`src/design/rca_pkg.sv`:
```
`default_nettype none

package rca_pkg;

    // instruction kinds seen at the issue port
    typedef enum logic [1:0] {
        op_cfg_io_sel     = 2'd0,
        op_cfg_constant   = 2'd1,
        op_cfg_result_sel = 2'd2,
        op_use            = 2'd3
    } rca_op_t;

    localparam int NUM_IO_UNITS    = 4;
    localparam int NUM_WRITE_PORTS = 2;

    // io unit source select codes
    localparam int IO_SEL_WIDTH = 2;

    localparam logic [IO_SEL_WIDTH-1:0] IO_SEL_RS1  = 2'd0;
    localparam logic [IO_SEL_WIDTH-1:0] IO_SEL_RS2  = 2'd1;
    localparam logic [IO_SEL_WIDTH-1:0] IO_SEL_PREV = 2'd2; // previous unit, zero for unit 0
    localparam logic [IO_SEL_WIDTH-1:0] IO_SEL_ZERO = 2'd3;

    // result select: 0..3 name a unit, 4..7 read zero
    localparam int RESULT_SEL_WIDTH = 3;

    localparam logic [RESULT_SEL_WIDTH-1:0] RESULT_SEL_ZERO = 3'd4;

    // unit index, or write port index for result selects
    localparam int CFG_ADDR_WIDTH = 2;

    // shift amount taken from the low constant bits of unit 3
    localparam int SHAMT_WIDTH = 5;

    // pipeline depth of a use instruction
    localparam int USE_LATENCY = 2;

endpackage

`default_nettype wire

```
`src/design/rca_config_regs.sv`:
```
`timescale 1ns/100ps
`default_nettype none

module rca_config_regs #(
    parameter int XLEN = 32
) (
    input  wire                                                          clk,
    input  wire                                                          rst_n,
    input  wire                                                          issue_valid,
    input  wire rca_pkg::rca_op_t                                        issue_op,
    input  wire  [rca_pkg::CFG_ADDR_WIDTH-1:0]                           cfg_addr,
    input  wire  [XLEN-1:0]                                              cfg_data,
    input  wire                                                          config_locked,
    output logic [rca_pkg::NUM_IO_UNITS*rca_pkg::IO_SEL_WIDTH-1:0]       io_sels,
    output logic [rca_pkg::NUM_IO_UNITS*XLEN-1:0]                        constants,
    output logic [rca_pkg::NUM_WRITE_PORTS*rca_pkg::RESULT_SEL_WIDTH-1:0] result_sels
);

    import rca_pkg::*;

    logic cfg_wr_en;
    logic io_sel_wr;
    logic constant_wr;
    logic result_sel_wr;
    logic port_addr_ok;

    // lock comes from the grid control, no second check here
    assign cfg_wr_en = issue_valid && !config_locked;

    assign io_sel_wr     = cfg_wr_en && (issue_op == op_cfg_io_sel);
    assign constant_wr   = cfg_wr_en && (issue_op == op_cfg_constant);
    assign result_sel_wr = cfg_wr_en && (issue_op == op_cfg_result_sel);

    // only two write ports behind a 2-bit address
    assign port_addr_ok = (int'(cfg_addr) < NUM_WRITE_PORTS);

    always_ff @(posedge clk) begin
        if (!rst_n) begin
            io_sels <= '0; // every unit reads rs1
        end else if (io_sel_wr) begin
            io_sels[cfg_addr*IO_SEL_WIDTH +: IO_SEL_WIDTH] <= cfg_data[IO_SEL_WIDTH-1:0];
        end
    end

    always_ff @(posedge clk) begin
        if (!rst_n) begin
            constants <= '0;
        end else if (constant_wr) begin
            constants[cfg_addr*XLEN +: XLEN] <= cfg_data;
        end
    end

    // results read zero until configured
    always_ff @(posedge clk) begin
        if (!rst_n) begin
            for (int p = 0; p < NUM_WRITE_PORTS; p++) begin
                result_sels[p*RESULT_SEL_WIDTH +: RESULT_SEL_WIDTH] <= RESULT_SEL_ZERO;
            end
        end else if (result_sel_wr && port_addr_ok) begin
            result_sels[cfg_addr*RESULT_SEL_WIDTH +: RESULT_SEL_WIDTH] <=
                cfg_data[RESULT_SEL_WIDTH-1:0];
        end
    end

endmodule

`default_nettype wire

```
`src/design/rca_grid.sv`:
```
`timescale 1ns/100ps
`default_nettype none

module rca_grid #(
    parameter int XLEN = 32
) (
    input  wire                                                    clk,
    input  wire                                                    rst_n,
    input  wire                                                    issue_valid,
    input  wire rca_pkg::rca_op_t                                  issue_op,
    input  wire  [XLEN-1:0]                                        rs1,
    input  wire  [XLEN-1:0]                                        rs2,
    input  wire  [rca_pkg::NUM_IO_UNITS*rca_pkg::IO_SEL_WIDTH-1:0] io_sels,
    input  wire  [rca_pkg::NUM_IO_UNITS*XLEN-1:0]                  constants,
    output logic [rca_pkg::NUM_IO_UNITS*XLEN-1:0]                  unit_data
);

    import rca_pkg::*;

    logic                    use_issue;
    logic                    s1_valid;
    logic [IO_SEL_WIDTH-1:0] unit_sel [NUM_IO_UNITS];
    logic [XLEN-1:0]         unit_const [NUM_IO_UNITS];

    // stage 1 operands and results
    logic [XLEN-1:0] u0_a;
    logic [XLEN-1:0] u1_a;
    logic [XLEN-1:0] u0_out;
    logic [XLEN-1:0] u1_out;

    // stage 1 registers
    logic [XLEN-1:0] s1_rs1;
    logic [XLEN-1:0] s1_rs2;
    logic [XLEN-1:0] s1_u0;
    logic [XLEN-1:0] s1_u1;

    // stage 2 operands and results
    logic [XLEN-1:0] u2_a;
    logic [XLEN-1:0] u3_a;
    logic [XLEN-1:0] u2_out;
    logic [XLEN-1:0] u3_out;

    function automatic logic [XLEN-1:0] pick_operand(
        input logic [IO_SEL_WIDTH-1:0] sel,
        input logic [XLEN-1:0]         src_rs1,
        input logic [XLEN-1:0]         src_rs2,
        input logic [XLEN-1:0]         prev
    );
        case (sel)
            IO_SEL_RS1:  return src_rs1;
            IO_SEL_RS2:  return src_rs2;
            IO_SEL_PREV: return prev;
            IO_SEL_ZERO: return '0;
            default:     return '0;
        endcase
    endfunction

    assign use_issue = issue_valid && (issue_op == op_use);

    always_comb begin
        for (int u = 0; u < NUM_IO_UNITS; u++) begin
            unit_sel[u]   = io_sels[u*IO_SEL_WIDTH +: IO_SEL_WIDTH];
            unit_const[u] = constants[u*XLEN +: XLEN];
        end
    end

    always_comb begin
        u0_a   = pick_operand(unit_sel[0], rs1, rs2, '0); // no unit before 0
        u0_out = u0_a + unit_const[0];
        u1_a   = pick_operand(unit_sel[1], rs1, rs2, u0_out);
        u1_out = u1_a ^ unit_const[1];
    end

    always_ff @(posedge clk) begin
        if (!rst_n) begin
            s1_valid <= 1'b0;
        end else begin
            s1_valid <= use_issue;
        end
    end

    always_ff @(posedge clk) begin
        if (use_issue) begin
            s1_rs1 <= rs1;
            s1_rs2 <= rs2;
            s1_u0  <= u0_out;
            s1_u1  <= u1_out;
        end
    end

    // stage 2 chains off the registered unit 1 result
    always_comb begin
        u2_a   = pick_operand(unit_sel[2], s1_rs1, s1_rs2, s1_u1);
        u2_out = u2_a - unit_const[2];
        u3_a   = pick_operand(unit_sel[3], s1_rs1, s1_rs2, u2_out);
        u3_out = u3_a << unit_const[3][SHAMT_WIDTH-1:0];
    end

    always_ff @(posedge clk) begin
        if (s1_valid) begin
            unit_data <= {u3_out, u2_out, s1_u1, s1_u0};
        end
    end

endmodule

`default_nettype wire

```
`src/design/rca_grid_control.sv`:
```
`timescale 1ns/100ps
`default_nettype none

module rca_grid_control #(
    parameter int ID_WIDTH = 4
) (
    input  wire                   clk,
    input  wire                   rst_n,
    input  wire                   issue_valid,
    input  wire rca_pkg::rca_op_t issue_op,
    input  wire  [ID_WIDTH-1:0]   issue_id,
    output logic                  use_done,
    output logic [ID_WIDTH-1:0]   use_id,
    output logic                  cfg_done,
    output logic [ID_WIDTH-1:0]   cfg_id,
    output logic                  config_locked
);

    import rca_pkg::*;

    logic                use_issue;
    logic                cfg_issue;
    logic [USE_LATENCY-1:0] use_valid; // one bit per grid stage
    logic [ID_WIDTH-1:0] use_ids [USE_LATENCY];

    assign use_issue = issue_valid && (issue_op == op_use);
    assign cfg_issue = issue_valid && (issue_op != op_use) && !config_locked;

    always_ff @(posedge clk) begin
        if (!rst_n) begin
            use_valid <= '0;
            cfg_done  <= 1'b0;
        end else begin
            use_valid <= {use_valid[USE_LATENCY-2:0], use_issue};
            cfg_done  <= cfg_issue;
        end
    end

    always_ff @(posedge clk) begin
        use_ids[0] <= issue_id;
        for (int s = 1; s < USE_LATENCY; s++) begin
            use_ids[s] <= use_ids[s-1];
        end
        if (cfg_issue) begin
            cfg_id <= issue_id;
        end
    end

    assign use_done = use_valid[USE_LATENCY-1];
    assign use_id   = use_ids[USE_LATENCY-1];

    // held until the last use in flight shows done
    assign config_locked = |use_valid;

endmodule

`default_nettype wire

```
`src/design/rca_result_wb.sv`:
```
`timescale 1ns/100ps
`default_nettype none

module rca_result_wb #(
    parameter int XLEN     = 32,
    parameter int ID_WIDTH = 4
) (
    input  wire                                                          clk,
    input  wire                                                          rst_n,
    input  wire  [rca_pkg::NUM_IO_UNITS*XLEN-1:0]                        unit_data,
    input  wire  [rca_pkg::NUM_WRITE_PORTS*rca_pkg::RESULT_SEL_WIDTH-1:0] result_sels,
    input  wire                                                          use_done,
    input  wire  [ID_WIDTH-1:0]                                          use_id,
    input  wire                                                          cfg_done,
    input  wire  [ID_WIDTH-1:0]                                          cfg_id,
    output logic                                                         wb_done,
    output logic [ID_WIDTH-1:0]                                          wb_id,
    output logic [XLEN-1:0]                                              wb_rd0,
    output logic [XLEN-1:0]                                              wb_rd1
);

    import rca_pkg::*;

    logic [RESULT_SEL_WIDTH-1:0] port_sel [NUM_WRITE_PORTS];
    logic [XLEN-1:0]             port_data [NUM_WRITE_PORTS];
    logic [ID_WIDTH-1:0]         last_id;

    // codes past the last unit fall through to zero
    always_comb begin
        for (int p = 0; p < NUM_WRITE_PORTS; p++) begin
            port_sel[p]  = result_sels[p*RESULT_SEL_WIDTH +: RESULT_SEL_WIDTH];
            port_data[p] = '0;
            for (int u = 0; u < NUM_IO_UNITS; u++) begin
                if (port_sel[p] == RESULT_SEL_WIDTH'(u)) begin
                    port_data[p] = unit_data[u*XLEN +: XLEN];
                end
            end
        end
    end

    assign wb_done = use_done || cfg_done;

    // config completions carry zero data
    assign wb_rd0 = use_done ? port_data[0] : '0;
    assign wb_rd1 = use_done ? port_data[1] : '0;

    always_ff @(posedge clk) begin
        if (!rst_n) begin
            last_id <= '0;
        end else if (wb_done) begin
            last_id <= wb_id;
        end
    end

    always_comb begin
        if (use_done) begin
            wb_id = use_id;
        end else if (cfg_done) begin
            wb_id = cfg_id;
        end else begin
            wb_id = last_id; // hold between completions
        end
    end

endmodule

`default_nettype wire

```
`src/design/rca_unit.sv`:
```
`timescale 1ns/100ps
`default_nettype none

module rca_unit #(
    parameter int XLEN     = 32,
    parameter int ID_WIDTH = 4
) (
    input  wire                                clk,
    input  wire                                rst_n,
    input  wire                                issue_valid,
    input  wire rca_pkg::rca_op_t              issue_op,
    input  wire  [ID_WIDTH-1:0]                issue_id,
    input  wire  [rca_pkg::CFG_ADDR_WIDTH-1:0] cfg_addr,
    input  wire  [XLEN-1:0]                    cfg_data,
    input  wire  [XLEN-1:0]                    rs1,
    input  wire  [XLEN-1:0]                    rs2,
    output logic                               wb_done,
    output logic [ID_WIDTH-1:0]                wb_id,
    output logic [XLEN-1:0]                    wb_rd0,
    output logic [XLEN-1:0]                    wb_rd1,
    output logic                               config_locked
);

    import rca_pkg::*;

    logic [NUM_IO_UNITS*IO_SEL_WIDTH-1:0]        io_sels;
    logic [NUM_IO_UNITS*XLEN-1:0]                constants;
    logic [NUM_WRITE_PORTS*RESULT_SEL_WIDTH-1:0] result_sels;
    logic [NUM_IO_UNITS*XLEN-1:0]                unit_data;

    logic                use_done;
    logic [ID_WIDTH-1:0] use_id;
    logic                cfg_done;
    logic [ID_WIDTH-1:0] cfg_id;

    rca_config_regs #(
        .XLEN(XLEN)
    ) i_config_regs (
        .clk          (clk),
        .rst_n        (rst_n),
        .issue_valid  (issue_valid),
        .issue_op     (issue_op),
        .cfg_addr     (cfg_addr),
        .cfg_data     (cfg_data),
        .config_locked(config_locked),
        .io_sels      (io_sels),
        .constants    (constants),
        .result_sels  (result_sels)
    );

    rca_grid #(
        .XLEN(XLEN)
    ) i_grid (
        .clk        (clk),
        .rst_n      (rst_n),
        .issue_valid(issue_valid),
        .issue_op   (issue_op),
        .rs1        (rs1),
        .rs2        (rs2),
        .io_sels    (io_sels),
        .constants  (constants),
        .unit_data  (unit_data)
    );

    // runs beside the grid, same two-stage depth
    rca_grid_control #(
        .ID_WIDTH(ID_WIDTH)
    ) i_grid_control (
        .clk          (clk),
        .rst_n        (rst_n),
        .issue_valid  (issue_valid),
        .issue_op     (issue_op),
        .issue_id     (issue_id),
        .use_done     (use_done),
        .use_id       (use_id),
        .cfg_done     (cfg_done),
        .cfg_id       (cfg_id),
        .config_locked(config_locked)
    );

    rca_result_wb #(
        .XLEN    (XLEN),
        .ID_WIDTH(ID_WIDTH)
    ) i_result_wb (
        .clk        (clk),
        .rst_n      (rst_n),
        .unit_data  (unit_data),
        .result_sels(result_sels),
        .use_done   (use_done),
        .use_id     (use_id),
        .cfg_done   (cfg_done),
        .cfg_id     (cfg_id),
        .wb_done    (wb_done),
        .wb_id      (wb_id),
        .wb_rd0     (wb_rd0),
        .wb_rd1     (wb_rd1)
    );

endmodule

`default_nettype wire

```
`config.mk`:
```
export PLATFORM = sky130hd
export DESIGN_NAME = rca_unit
export DESIGN_NICKNAME = d
export VERILOG_FILES = /design/src/design/rca_pkg.sv /design/src/design/rca_config_regs.sv /design/src/design/rca_grid.sv /design/src/design/rca_grid_control.sv /design/src/design/rca_result_wb.sv /design/src/design/rca_unit.sv
export SDC_FILE = /design/constraint.sdc
export NUM_CORES = 1
export LEC_CHECK = 0
export BUFFER_PORTS_ARGS = -buffer_cell sky130_fd_sc_hd__buf_4
export CAP_MARGIN = 10
export CORE_ASPECT_RATIO = 1.5
export CORE_MARGIN = 4
export CORE_UTILIZATION = 49
export CTS_CLUSTER_DIAMETER = 40
export DETAILED_ROUTE_END_ITERATION = 8
export GPL_TIMING_DRIVEN = 0
export PLACE_DENSITY = 0.66
export SLEW_MARGIN = 20
export SYNTH_ARGS = -nofsm -noshare
export SYNTH_HDL_FRONTEND = slang
export SYNTH_HIERARCHICAL = 1
export SYNTH_SLANG_ARGS = --single-unit
export TNS_END_PERCENT = 10
```
`constraint.sdc`:
```
create_clock -name clk -period 8.8 [get_ports clk]
set_clock_uncertainty 0.1 [all_clocks]
set_input_delay 0.44 -clock clk [delete_from_list [all_inputs] [get_ports clk]]
set_output_delay 0.44 -clock clk [all_outputs]
set_load 0.01 [all_outputs]
```
==> metrics.log <==
INFO  metric drive_gt1_share = 17.3%
INFO  metric slew_violations = 0
INFO  metric post_cts_hold_buffer_count = 67
INFO  metric place.port_buffers = 176
INFO  metric fin_crit = 6.62 ns
INFO  metric crit_path_max_fanout = 10
INFO  metric die_height = 284 um
INFO  metric drt_first_pass_iters = 6
INFO  metric clk_root_buffer_cell = clkbuf_16
INFO  metric syn_inst = 2,489
INFO  metric fp.coreArea = 0.0499 sq mm
INFO  metric cts_post_setup_buffers_inserted = 0
INFO  metric cts-htree-levels = 2
INFO  metric clk-insertion-delay-late = 0.57 ns
INFO  metric layout.filler_cells = 4,356
INFO  metric crit_path_start_kind = register
INFO  metric dr_total_vias = 20,913
INFO  metric totalWireLength = 90,500 um
INFO  metric die_area = 0.0544 sq mm
INFO  metric outcome = completed
INFO  metric worstPathArrival = 6.79 ns
INFO  metric hold_path.class = in2reg
INFO  metric timing.max_cap.violations = 0
INFO  metric endpoint_kind = register
INFO  metric wl_per_cell = 26.0 um
INFO  metric fp.dieW = 192 um
INFO  metric groute.usage.overall = 32.5%
INFO  metric fin_hold_ws = 0.0364 ns
INFO  metric detailedPlacementHpwl = 73,600 um
INFO  metric pwr_density_cell = 146 mW/mm^2
INFO  metric worstMarginPinSlew = 1.17 ns
INFO  metric grt_antenna_before_repair = 2
INFO  metric layout.area.seq = 0.0104 sq mm
INFO  metric synth_nets = 2,665
INFO  metric clock_tree.buffer_depth = 3
INFO  metric areaGrowthSynthToFinish = 17.5%
INFO  metric num_io_pins = 177
INFO  metric timing.max_slew.rel_slack = 22.2%
INFO  metric initial_cell_density_of_the_core = 49.7%
INFO  metric maximum_number_of_pins_on_one_net_before_global_route_repair = 62
INFO  metric tritoncts.num_buffers = 43
INFO  metric rsz0062_at_grt = false
INFO  metric synthesized_area_per_cell = 9.97 sq um
INFO  metric final_wtd_congestion = 0.994
INFO  metric max_freq = 151 MHz
INFO  metric gr-total-overflow = 0
INFO  metric yosysWarnings = 6
INFO  metric power.static_leakage = 11.1 nW
INFO  metric finalInstanceArea = 0.0291 sq mm
INFO  metric fin_setup_tns = 0 ns
INFO  metric setup_viol = 0
INFO  metric cts_num_sinks = 391
INFO  metric drt-initial-drc-count = 1,556
INFO  metric drtAntennaViolNets = 0
INFO  metric timing_hold_violations_final = 0
INFO  metric placement.cell_area = 0.0271 sq mm
INFO  metric vias_per_cell = 6.01
INFO  metric layout.nets = 2,957
INFO  metric drc_errors = 0
INFO  metric cp.required = 8.97 ns
INFO  metric final.setup.worst_slack = 2.18 ns
INFO  metric worst_ir_drop_vdd = 0.178 mV
INFO  metric number_of_global_route_vias_before_repair = 20,926
INFO  metric cts_resized = 0
INFO  metric worstSetupPathType = reg2reg
INFO  metric multi_input_comb_area = 0.0132 sq mm
INFO  metric postLayoutCoreUtil = 58.4%
INFO  metric synth_area = 0.0248 sq mm
INFO  metric clk_pin_slew_worst_paths = 0.06 ns
INFO  metric layout_worst_path_cycle_share = 75.2%
INFO  metric grt_pass1_wl = 133,000 um
INFO  metric num_rows = 100
INFO  metric cts_tree = built
INFO  metric post-place-ws = 2.32 ns
[per-stage QoR]
| stage | std cells | total power (W) |
|---|---|---|
| 5_1_grt | 3478 | 0.00440 |
| 6_report | 3479 | 0.00427 |
| 3_5_place_dp | 3332 | 0.00251 |
| 2_1_floorplan | 2489 | 0.00233 |
| 3_3_place_gp | 3328 | 0.00251 |
| 4_1_cts | 3478 | 0.00429 |
[critical path, stage by stage, from the launching register on]
cell,delay [ns]
dfxtp_1,0.38
clkbuf_1,0.40
buf_1,0.91
mux2i_1,0.29
o21ai_0,0.11
ha_1,0.32
clkbuf_1,0.39
nand4_1,0.44
nor3_1,0.36
a21boi_0,0.80
nor3_1,0.13
xnor2_1,0.22
a21o_1,0.23
o21ba_1,0.23
mux4_2,0.47
mux2i_1,0.31
o221ai_1,0.22
[layout make-up]
type | instances | share of cell area [%]
multi-input cells | 1844 | 45.3
flip-flops and latches | 391 | 35.8
repair buffers | 247 | 7.21
clock buffers | 54 | 3.92
plain buffers | 191 | 3.28
well taps | 663 | 2.85
clock inverters | 25 | 0.833
inverters | 63 | 0.812
diodes | 1 | 0.00859
[power by group]
part	leakage [nW]	switching, W	total [W]	internal, W
clock network	0.673	0.000779	0.00176	0.000980
logic	7.01	0.000275	0.000466	0.000190
registers	3.44	0.0000324	0.00204	0.00201
[cell usage in the layout (no fill, tap or decap), types with 65 or more instances in the layout]
cell	instances
edfxtp_1	260
nand2_1	253
mux2i_1	245
nor2_1	210
buf_4	195
dfxtp_1	130
nand3_1	125
a21oi_1	116
clkbuf_1	113
o21ai_0	91
dlygate4sd3_1	67
ha_1	67
o22ai_1	65
[state kept, by name (all words and copies together) (netlist names), 6 cells and up]
name	count
i_grid/s1_rs1	32
i_config_regs/constants	101
i_grid_control/use_ids	8
i_config_regs/result_sels	6
i_config_regs/io_sels	8
i_grid/s1_u0	32
i_grid/s1_rs2	32
i_grid/unit_data	128
i_grid/s1_u1	32
[per-layer routing]
| metal | vias to the layer above | GRT usage, % | wire length, um |
|---|---|---|---|
| met1 | 10128 | 39.0 | 35200 |
| met4 | 0 | 14.2 | 4750 |
| met2 | 822 | 58.0 | 45700 |
| met3 | 191 | 3.70 | 4830 |
| met5 | - | 0 | 0 |
| li1 | 9772 | - | - |
[path summary, 6_finish.rpt]
kind	startpoint	depth (start not counted)	slack [ns]	end
worst min-delay path	rs2[11]	1	0.04	i_grid/s1_rs2[11]
worst max register to register	i_config_regs/io_sels[5]	16	2.18	i_grid/unit_data[124]
worst min register to register	i_grid_control/use_ids[0][3]	0	0.22	i_grid_control/use_ids[0][7]
worst max-delay path	i_config_regs/io_sels[5]	16	2.18	i_grid/unit_data[124]
(Power assumes the default switching activity.)
